`src/design/dram_geom_pkg.sv`:
```
`default_nettype none

// geometry of one chip: 2 bank groups x 4 banks, 256 rows, 16 columns
package dram_geom_pkg;

    localparam int BG_BITS   = 1;  // bank group index
    localparam int BA_BITS   = 2;  // bank within group
    localparam int BANK_BITS = BG_BITS + BA_BITS;
    localparam int NUM_BANKS = 1 << BANK_BITS;

    localparam int ROW_BITS  = 8;
    localparam int COL_BITS  = 4;

    // address, msb first: row, bank group, bank, column
    localparam int ADDR_BITS = ROW_BITS + BANK_BITS + COL_BITS;

    localparam int DATA_BITS = 32;

    // flat bank index is {bank group, bank}
    typedef logic [BANK_BITS-1:0] bank_t;

    typedef logic [ROW_BITS-1:0]  row_t;

    typedef logic [COL_BITS-1:0]  col_t;

    typedef logic [ADDR_BITS-1:0] addr_t;

    typedef logic [DATA_BITS-1:0] data_t;

endpackage

`default_nettype wire

```
`src/design/dram_cmd_pkg.sv`:
```
`default_nettype none

// command encoding on cmd_out and the request word held in the bank queues
package dram_cmd_pkg;

    typedef enum logic [1:0] {
        READ      = 2'd0,
        WRITE     = 2'd1,
        ACTIVATE  = 2'd2,
        PRECHARGE = 2'd3
    } cmd_t;

    // the bank is implied by the queue holding the request
    typedef struct packed {
        dram_geom_pkg::row_t  row;
        dram_geom_pkg::col_t  col;
        logic                 write;  // 1 for a write request
        dram_geom_pkg::data_t data;   // only meaningful for writes
    } mem_req_t;

endpackage

`default_nettype wire

```
`src/design/bank_queue.sv`:
```
`timescale 1ns/1ns
`default_nettype none

// request FIFO for one bank, oldest entry shown on head
module bank_queue #(
    parameter int QUEUE_DEPTH = 4
) (
    input  logic                   clk_in,
    input  logic                   rst_in,
    input  logic                   push,
    input  dram_cmd_pkg::mem_req_t push_req,
    input  logic                   pop,
    output dram_cmd_pkg::mem_req_t head,
    output logic                   empty,
    output logic                   full
);
    import dram_cmd_pkg::*;

    localparam int PTR_BITS = (QUEUE_DEPTH > 1) ? $clog2(QUEUE_DEPTH) : 1;

    mem_req_t            mem [QUEUE_DEPTH];
    logic [PTR_BITS-1:0] rd_ptr;
    logic [PTR_BITS-1:0] wr_ptr;
    logic [PTR_BITS:0]   count;
    logic                do_push;
    logic                do_pop;

    assign do_pop  = pop && !empty;
    assign do_push = push && (!full || do_pop);  // a full queue takes a push only alongside a pop

    assign empty = (count == '0);
    assign full  = (count == (PTR_BITS + 1)'(QUEUE_DEPTH));
    assign head  = mem[rd_ptr];

    always_ff @(posedge clk_in or posedge rst_in) begin
        if (rst_in) begin
            rd_ptr <= '0;
            wr_ptr <= '0;
            count  <= '0;
        end else begin
            if (do_push) begin
                wr_ptr <= (wr_ptr == PTR_BITS'(QUEUE_DEPTH - 1)) ? '0 : wr_ptr + 1'b1;
            end
            if (do_pop) begin
                rd_ptr <= (rd_ptr == PTR_BITS'(QUEUE_DEPTH - 1)) ? '0 : rd_ptr + 1'b1;
            end
            case ({do_push, do_pop})
                2'b10:   count <= count + 1'b1;
                2'b01:   count <= count - 1'b1;
                default: count <= count;  // both or neither
            endcase
        end
    end

    // storage
    always_ff @(posedge clk_in) begin
        if (do_push) begin
            mem[wr_ptr] <= push_req;
        end
    end

endmodule

`default_nettype wire

```
`src/design/bank_state.sv`:
```
`timescale 1ns/1ns
`default_nettype none

// tracks open row and activate/precharge recovery for every bank
module bank_state #(
    parameter int ACT_LATENCY = 8,
    parameter int PRE_LATENCY = 5
) (
    input  logic                                                  clk_in,
    input  logic                                                  rst_in,
    input  logic                                                  issue,
    input  dram_cmd_pkg::cmd_t                                    issue_cmd,
    input  dram_geom_pkg::bank_t                                  issue_bank,
    input  dram_geom_pkg::row_t                                   issue_row,
    output logic [dram_geom_pkg::NUM_BANKS-1:0]                   bank_open,
    output logic [dram_geom_pkg::NUM_BANKS-1:0]                   bank_ready,
    output dram_geom_pkg::row_t [dram_geom_pkg::NUM_BANKS-1:0]    open_rows
);
    import dram_geom_pkg::*;
    import dram_cmd_pkg::*;

    localparam int MAX_LAT  = (ACT_LATENCY > PRE_LATENCY) ? ACT_LATENCY : PRE_LATENCY;
    localparam int CNT_BITS = $clog2(MAX_LAT + 1);

    logic is_act;
    logic is_pre;

    assign is_act = issue && (issue_cmd == ACTIVATE);
    assign is_pre = issue && (issue_cmd == PRECHARGE);

    for (genvar b = 0; b < NUM_BANKS; b++) begin : banks
        logic                hit;
        logic                open_q;
        row_t                row_q;
        logic [CNT_BITS-1:0] cnt;  // cycles left before the bank takes a command

        assign hit = (issue_bank == bank_t'(b));

        always_ff @(posedge clk_in or posedge rst_in) begin
            if (rst_in) begin
                open_q <= 1'b0;
                cnt    <= '0;
            end else if (hit && is_act) begin
                open_q <= 1'b1;
                cnt    <= CNT_BITS'(ACT_LATENCY);
            end else if (hit && is_pre) begin
                open_q <= 1'b0;
                cnt    <= CNT_BITS'(PRE_LATENCY);
            end else if (cnt != '0) begin
                cnt <= cnt - 1'b1;
            end
        end

        // row is only looked at while open_q is set
        always_ff @(posedge clk_in) begin
            if (hit && is_act) begin
                row_q <= issue_row;
            end
        end

        assign bank_open[b]  = open_q;
        assign bank_ready[b] = (cnt == '0);
        assign open_rows[b]  = row_q;
    end

endmodule

`default_nettype wire

```
`src/design/cmd_arbiter.sv`:
```
`timescale 1ns/1ns
`default_nettype none

// round-robin pick over the bank queue heads, one command per cmd_ready cycle
module cmd_arbiter (
    input  logic                                                     clk_in,
    input  logic                                                     rst_in,
    input  logic                                                     cmd_ready,
    input  dram_cmd_pkg::mem_req_t [dram_geom_pkg::NUM_BANKS-1:0]    heads,
    input  logic [dram_geom_pkg::NUM_BANKS-1:0]                      empties,
    input  logic [dram_geom_pkg::NUM_BANKS-1:0]                      bank_open,
    input  logic [dram_geom_pkg::NUM_BANKS-1:0]                      bank_ready,
    input  dram_geom_pkg::row_t [dram_geom_pkg::NUM_BANKS-1:0]       open_rows,
    output logic [dram_geom_pkg::NUM_BANKS-1:0]                      pop,
    output logic                                                     issue,
    output dram_cmd_pkg::cmd_t                                       issue_cmd,
    output dram_geom_pkg::bank_t                                     issue_bank,
    output dram_geom_pkg::row_t                                      issue_row,
    output logic                                                     cmd_valid,
    output dram_cmd_pkg::cmd_t                                       cmd_out,
    output dram_geom_pkg::bank_t                                     cmd_bank,
    output dram_geom_pkg::row_t                                      cmd_row,
    output dram_geom_pkg::col_t                                      cmd_col,
    output dram_geom_pkg::data_t                                     cmd_data
);
    import dram_geom_pkg::*;
    import dram_cmd_pkg::*;

    logic [NUM_BANKS-1:0] eligible;
    bank_t                rr_ptr;    // first bank looked at this cycle
    bank_t                grant;
    logic                 found;
    mem_req_t             sel;
    logic                 is_access;

    assign eligible = ~empties & bank_ready;

    // first eligible bank at or after rr_ptr
    always_comb begin
        bank_t idx;
        found = 1'b0;
        grant = rr_ptr;
        for (int i = 0; i < NUM_BANKS; i++) begin
            idx = rr_ptr + bank_t'(i);  // wraps, NUM_BANKS is a power of two
            if (!found && eligible[idx]) begin
                found = 1'b1;
                grant = idx;
            end
        end
    end

    assign sel = heads[grant];

    // what the granted head needs next
    always_comb begin
        if (!bank_open[grant]) begin
            issue_cmd = ACTIVATE;
        end else if (open_rows[grant] != sel.row) begin
            issue_cmd = PRECHARGE;  // row miss, close the old row first
        end else if (sel.write) begin
            issue_cmd = WRITE;
        end else begin
            issue_cmd = READ;
        end
    end

    assign issue      = cmd_ready && found;
    assign issue_bank = grant;
    assign is_access  = (issue_cmd == READ) || (issue_cmd == WRITE);

    // a precharge reports the row it closes
    assign issue_row = (issue_cmd == PRECHARGE) ? open_rows[grant] : sel.row;

    // request leaves its queue only with its read or write
    always_comb begin
        pop = '0;
        if (issue && is_access) begin
            pop[grant] = 1'b1;
        end
    end

    always_ff @(posedge clk_in or posedge rst_in) begin
        if (rst_in) begin
            cmd_valid <= 1'b0;
            rr_ptr    <= '0;
        end else begin
            cmd_valid <= issue;  // one-cycle strobe
            if (issue) begin
                rr_ptr <= grant + 1'b1;
            end
        end
    end

    // command fields, valid only with cmd_valid
    always_ff @(posedge clk_in) begin
        if (issue) begin
            cmd_out  <= issue_cmd;
            cmd_bank <= grant;
            cmd_row  <= issue_row;
            cmd_col  <= is_access ? sel.col : '0;
            cmd_data <= (issue_cmd == WRITE) ? sel.data : '0;
        end
    end

endmodule

`default_nettype wire

```
`src/design/dram_scheduler.sv`:
```
`timescale 1ns/1ns
`default_nettype none

// command scheduler: one FIFO per bank, bank tracker and round-robin arbiter
module dram_scheduler #(
    parameter int QUEUE_DEPTH = 4,
    parameter int ACT_LATENCY = 8,
    parameter int PRE_LATENCY = 5
) (
    input  logic                 clk_in,
    input  logic                 rst_in,
    input  logic                 req_valid,
    output logic                 req_ready,
    input  dram_geom_pkg::addr_t req_addr,
    input  logic                 req_write,
    input  dram_geom_pkg::data_t req_data,
    input  logic                 cmd_ready,
    output logic                 cmd_valid,
    output dram_cmd_pkg::cmd_t   cmd_out,
    output dram_geom_pkg::bank_t cmd_bank,
    output dram_geom_pkg::row_t  cmd_row,
    output dram_geom_pkg::col_t  cmd_col,
    output dram_geom_pkg::data_t cmd_data
);
    import dram_geom_pkg::*;
    import dram_cmd_pkg::*;

    logic [BG_BITS-1:0]              req_bg;
    logic [BA_BITS-1:0]              req_ba;
    bank_t                           req_bank;
    row_t                            req_row;
    col_t                            req_col;
    mem_req_t                        push_req;
    logic [NUM_BANKS-1:0]            push;
    logic [NUM_BANKS-1:0]            pop;
    logic [NUM_BANKS-1:0]            empties;
    logic [NUM_BANKS-1:0]            fulls;
    logic [NUM_BANKS-1:0]            bank_open;
    logic [NUM_BANKS-1:0]            bank_ready;
    mem_req_t [NUM_BANKS-1:0]        heads;
    row_t [NUM_BANKS-1:0]            open_rows;
    logic                            issue;
    cmd_t                            issue_cmd;
    bank_t                           issue_bank;
    row_t                            issue_row;

    // address split, msb first: row | bank group | bank | column
    assign req_row  = req_addr[ADDR_BITS-1 -: ROW_BITS];
    assign req_bg   = req_addr[COL_BITS + BA_BITS +: BG_BITS];
    assign req_ba   = req_addr[COL_BITS +: BA_BITS];
    assign req_col  = req_addr[COL_BITS-1:0];
    assign req_bank = {req_bg, req_ba};

    assign push_req = '{row: req_row, col: req_col, write: req_write, data: req_data};

    assign req_ready = !fulls[req_bank];  // only the target queue matters

    always_comb begin
        push = '0;
        push[req_bank] = req_valid && req_ready;
    end

    for (genvar b = 0; b < NUM_BANKS; b++) begin : bank_queues
        bank_queue #(
            .QUEUE_DEPTH(QUEUE_DEPTH)
        ) q0 (
            .clk_in   (clk_in),
            .rst_in   (rst_in),
            .push     (push[b]),
            .push_req (push_req),
            .pop      (pop[b]),
            .head     (heads[b]),
            .empty    (empties[b]),
            .full     (fulls[b])
        );
    end

    bank_state #(
        .ACT_LATENCY(ACT_LATENCY),
        .PRE_LATENCY(PRE_LATENCY)
    ) bank_state0 (
        .clk_in     (clk_in),
        .rst_in     (rst_in),
        .issue      (issue),
        .issue_cmd  (issue_cmd),
        .issue_bank (issue_bank),
        .issue_row  (issue_row),
        .bank_open  (bank_open),
        .bank_ready (bank_ready),
        .open_rows  (open_rows)
    );

    cmd_arbiter cmd_arbiter0 (
        .clk_in     (clk_in),
        .rst_in     (rst_in),
        .cmd_ready  (cmd_ready),
        .heads      (heads),
        .empties    (empties),
        .bank_open  (bank_open),
        .bank_ready (bank_ready),
        .open_rows  (open_rows),
        .pop        (pop),
        .issue      (issue),
        .issue_cmd  (issue_cmd),
        .issue_bank (issue_bank),
        .issue_row  (issue_row),
        .cmd_valid  (cmd_valid),
        .cmd_out    (cmd_out),
        .cmd_bank   (cmd_bank),
        .cmd_row    (cmd_row),
        .cmd_col    (cmd_col),
        .cmd_data   (cmd_data)
    );

endmodule

`default_nettype wire

```
`config.mk`:
```
export PLATFORM = sky130hd
export DESIGN_NAME = dram_scheduler
export DESIGN_NICKNAME = d
export VERILOG_FILES = /design/src/design/dram_geom_pkg.sv /design/src/design/dram_cmd_pkg.sv /design/src/design/bank_queue.sv /design/src/design/bank_state.sv /design/src/design/cmd_arbiter.sv /design/src/design/dram_scheduler.sv
export SDC_FILE = /design/constraint.sdc
export NUM_CORES = 2
export LEC_CHECK = 0
export BUFFER_PORTS_ARGS = -buffer_cell sky130_fd_sc_hd__buf_2
export CELL_PAD_IN_SITES_DETAIL_PLACEMENT = 1
export CELL_PAD_IN_SITES_GLOBAL_PLACEMENT = 1
export CORE_UTILIZATION = 55
export CTS_CLUSTER_SIZE = 8
export DETAILED_ROUTE_END_ITERATION = 10
export GPL_TIMING_DRIVEN = 0
export HOLD_SLACK_MARGIN = 0.03
export PLACE_DENSITY = 0.88
export SLEW_MARGIN = 25
export SYNTH_ARGS = -nofsm -noshare
export SYNTH_HDL_FRONTEND = slang
export SYNTH_HIERARCHICAL = 1
export SYNTH_SLANG_ARGS = --single-unit
```
`constraint.sdc`:
```
create_clock -name clk_in -period 22.1 [get_ports clk_in]
set_clock_uncertainty 0.15 [all_clocks]
set_input_delay 0 -clock clk_in [delete_from_list [all_inputs] [get_ports clk_in]]
set_output_delay 0 -clock clk_in [all_outputs]
set_load 0.02 [all_outputs]
```
==> impl_metrics.json <==
{
  "yosys-top-cells-area": "edfxtp_1 (69%), mux4_2 (13%), dfrtp_1 (3.7%), mux2i_1 (1.5%), mux2_2 (1.2%)",
  "initial_core_util_pct": 55.7,
  "slew_headroom_pct": 21.2,
  "synthXorXnorAreaFrac_pct": 0.818,
  "cts_tree": "yes",
  "routedWlPerCell_microns": 41.5,
  "synth_top_family_by_area": "multiplexers",
  "netlist.area_leader.share_pct": 69.5,
  "final.setup.tns_ps": 0,
  "status": "finished, final reports clean",
  "fp.dieH_microns": 351,
  "cts_resized": 0,
  "crit_arrival_ps": 10200,
  "route.detailed.drc": 0,
  "min_from": "req_data[7]",
  "drive_gt1_share_pct": 29.4,
  "topRoutingLayerUsed": "met5",
  "met1_length_microns": 72900,
  "area_growth_pct": 15.8,
  "numCtsBuffers": 225,
  "antenna_left": 0,
  "synthArstFlopShare_pct": 6.05,
  "netlist-cell-type-count": 78,
  "post-place-cells": 5027,
  "crit_type": "reg -> reg",
  "fin_nets": 3833,
  "synth_mux_area_share_pct": 16.2,
  "layout_common_cells": "edfxtp_1 (1553), mux4_2 (400), clkbuf_16 (225), buf_2 (172), clkbuf_1 (107)",
  "fin_cells": 5432,
  "ff2ff_path_depth": 24,
  "tightest_slew_ps": 1180,
  "grt_max_degree": 33,
  "grt.total_usage_pct": 37.3,
  "gp_congestion": 0.833,
  "synth-simple-area-share_pct": 3.41,
  "cts.sinks": 1653,
  "cts_max_path_buffers": 3,
  "dr_wl_met3_microns": 27500,
  "fmax_mhz": 104,
  "route.met2.wl_microns": 110000,
  "num-fill-cells": 9857,
  "synth_compound_area_share_pct": 3.18,
  "r2r_slack_ps": 12480,
  "avgSynthCellArea_sq_um": 20.5,
  "ys_warn_count": 6,
  "crit_fanout": 14,
  "synth_nets": 3383,
  "core_area_sq_um": 120000,
  "whs_path_depth": 2,
  "hold_end": "bank_queues[4].q0/mem[1][7]",
  "cp-start-kind": "flip-flop",
  "dr.pass1.iters": 6,
  "drtIter0Drc": 6067,
  "ys_ff_latch": 1653,
  "seq_area_sq_um": 49100,
  "dp_hpwl_microns": 125000,
  "yosys.area_share.adder_pct": 1.19,
  "rows": 127,
  "worstReg2RegStart": "bank_queues[2].q0/count[1]",
  "grt_setup_unrepaired": "false",
  "clk_latency_ps": 890,
  "dieWidth_microns": 351,
  "finalSetupViolations": 0,
  "gr-total-overflow": 0,
  "io_buffers": 101,
  "grt_pass1_wl_microns": 314000,
  "final_max_slew_viol_count": 0,
  "vias": 38758,
  "grt_pass1_vias": 41287,
  "period_minus_slack_ps": 9620,
  "netlist.top_cell.by_area": "edfxtp_1",
  "syn-cell-area_sq_um": 67100,
  "r2r-end": "bank_queues[0].q0/count[2]",
  "endpoint_kind": "flip-flop",
  "wl_microns": 225000,
  "required_ps": 22680,
  "fp.dieArea_sq_um": 123000,
  "htreeDepth": 4,
  "ios": 103,
  "synth_edf_count": 1553,
  "vias_per_cell": 7.14,
  "hold_viol": 0,
  "antenna_found_initial": 10,
  "synth_ff_type": "edfxtp_1",
  "hold_path_class": "in -> reg",
  "synth_cells": 3272,
  "cts.clk_slew.worst_paths_ps": 60,
  "layout_commonest_cell": "edfxtp_1",
  "yosysSeqAreaShare_pct": 73.2,
  "fin_crit_sh_pct": 43.5,
  "drv_cap": 0,
  "cts_root_buf": "clkbuf_16",
  "multi_input_area_sq_um": 16800
}
[layer usage]
metal | GRT usage (%) | vias to the layer above
li1 | - | 14282
met1 | 44.3 | 19939
met2 | 59.8 | 3625
met3 | 10.8 | 904
met4 | 24.3 | 8
met5 | 0 | -
[metrics by stage]
stage | utilization, % | area [sq um] | hold slack, ps | setup WS [ps]
after global routing | 64.5 | 77700 | 75.6 | 12460
after floorplan | - | 67100 | -384 | 15110
final | 64.6 | 77800 | 58.1 | 12480
after detailed placement | 58.7 | 70700 | -80.2 | 12940
after CTS | 64.5 | 77700 | 31.3 | 12790
after global placement | 57.8 | 69700 | -79.9 | 11430
[what timing repair did]
item | CTS | global route
endpoints found under the hold margin | 1631 | 0
hold buffers | 79 | 0
setup buffers | 0 | 0
[synthesized netlist by cell type (16+ instances only)]
master and n:
ha_1 51, buf_6 18, a21oi_1 48, inv_1 70, nand2_1 75, o21ai_0 33
xnor2_1 33, nor2b_1 32, a221o_1 23, xor2_1 26, clkbuf_1 41, nand3_1 29
mux2_2 69, buf_2 64, nand2b_1 16, nor2_2 23, nor2_1 83, buf_1 16
o31ai_1 17, mux4_2 400, a222oi_1 23, mux2i_1 101, and2_1 38, nor3_1 29
dfrtp_1 100, edfxtp_1 1553, buf_4 43, o211ai_1 32
[layout make-up]
type,count,share of cell area (%)
well taps,1612,2.59
repair buffers,223,2.83
inverters,73,0.359
clock buffers,304,7.64
multi-input cells,1364,21.6
diodes,5,0.0161
plain buffers,182,1.39
flip-flops and latches,1653,63.2
clock inverters,16,0.415
[worst max-delay path: stages, from the launching register on]
cell and delay [ps]:
dfrtp_1 470, nor3_1 830, nor2b_1 270, mux2i_1 510
mux4_2 420, and2_1 190, nand2_1 80, o31a_1 250
o21ai_1 390, buf_2 450, nand2b_1 660, o22ai_1 200
a221oi_1 790, xor2_1 350, nand4_1 250, or2_1 380
buf_2 350, nor4_1 320, buf_2 310, o31a_1 490
or2b_1 290, fa_1 420, nand2b_1 190, o32ai_2 290
xor2_1 170
[state kept, by name, indices dropped and copies added, names as in the netlist, 8 cells and up]
register,count
cmd_arbiter0/cmd_data,32
bank_queues.q0/mem,1440
bank_queues.q0/count,24
bank_queues.q0/rd_ptr,16
bank_state0/banks.cnt,32
bank_state0/banks.row_q,64
bank_state0/banks.open_q,8
bank_queues.q0/wr_ptr,16
cmd_arbiter0/cmd_row,8
[worst max path at each step]
stage	startpoint	end	depth (start not counted)
2_1_floorplan	bank_state0/banks[7].cnt[0]	bank_queues[6].q0/mem[0][0]	25
3_3_place_gp	bank_queues[2].q0/count[0]	bank_queues[2].q0/mem[3][10]	22
6_report	bank_queues[2].q0/count[1]	bank_queues[0].q0/count[2]	24
4_1_cts	bank_queues[2].q0/count[1]	bank_queues[6].q0/mem[1][43]	22
3_5_place_dp	bank_queues[2].q0/count[0]	bank_queues[6].q0/mem[1][6]	23
5_1_grt	bank_queues[2].q0/count[1]	bank_queues[6].q0/mem[1][43]	22
[logic make-up after synthesis]
| kind of cell | Yosys count |
|---|---|
| AOI/OAI and AO/OA | 273 |
| muxes | 576 |
| xor gates and xnor gates | 61 |
| adders and majority gates | 59 |
| buffers and inverters | 255 |
| DFF | 1653 |
| and+or+nand+nor | 395 |
Power is not shown: default switching activity piles up to over one toggle a cycle in this logic, so the estimate is an artifact.
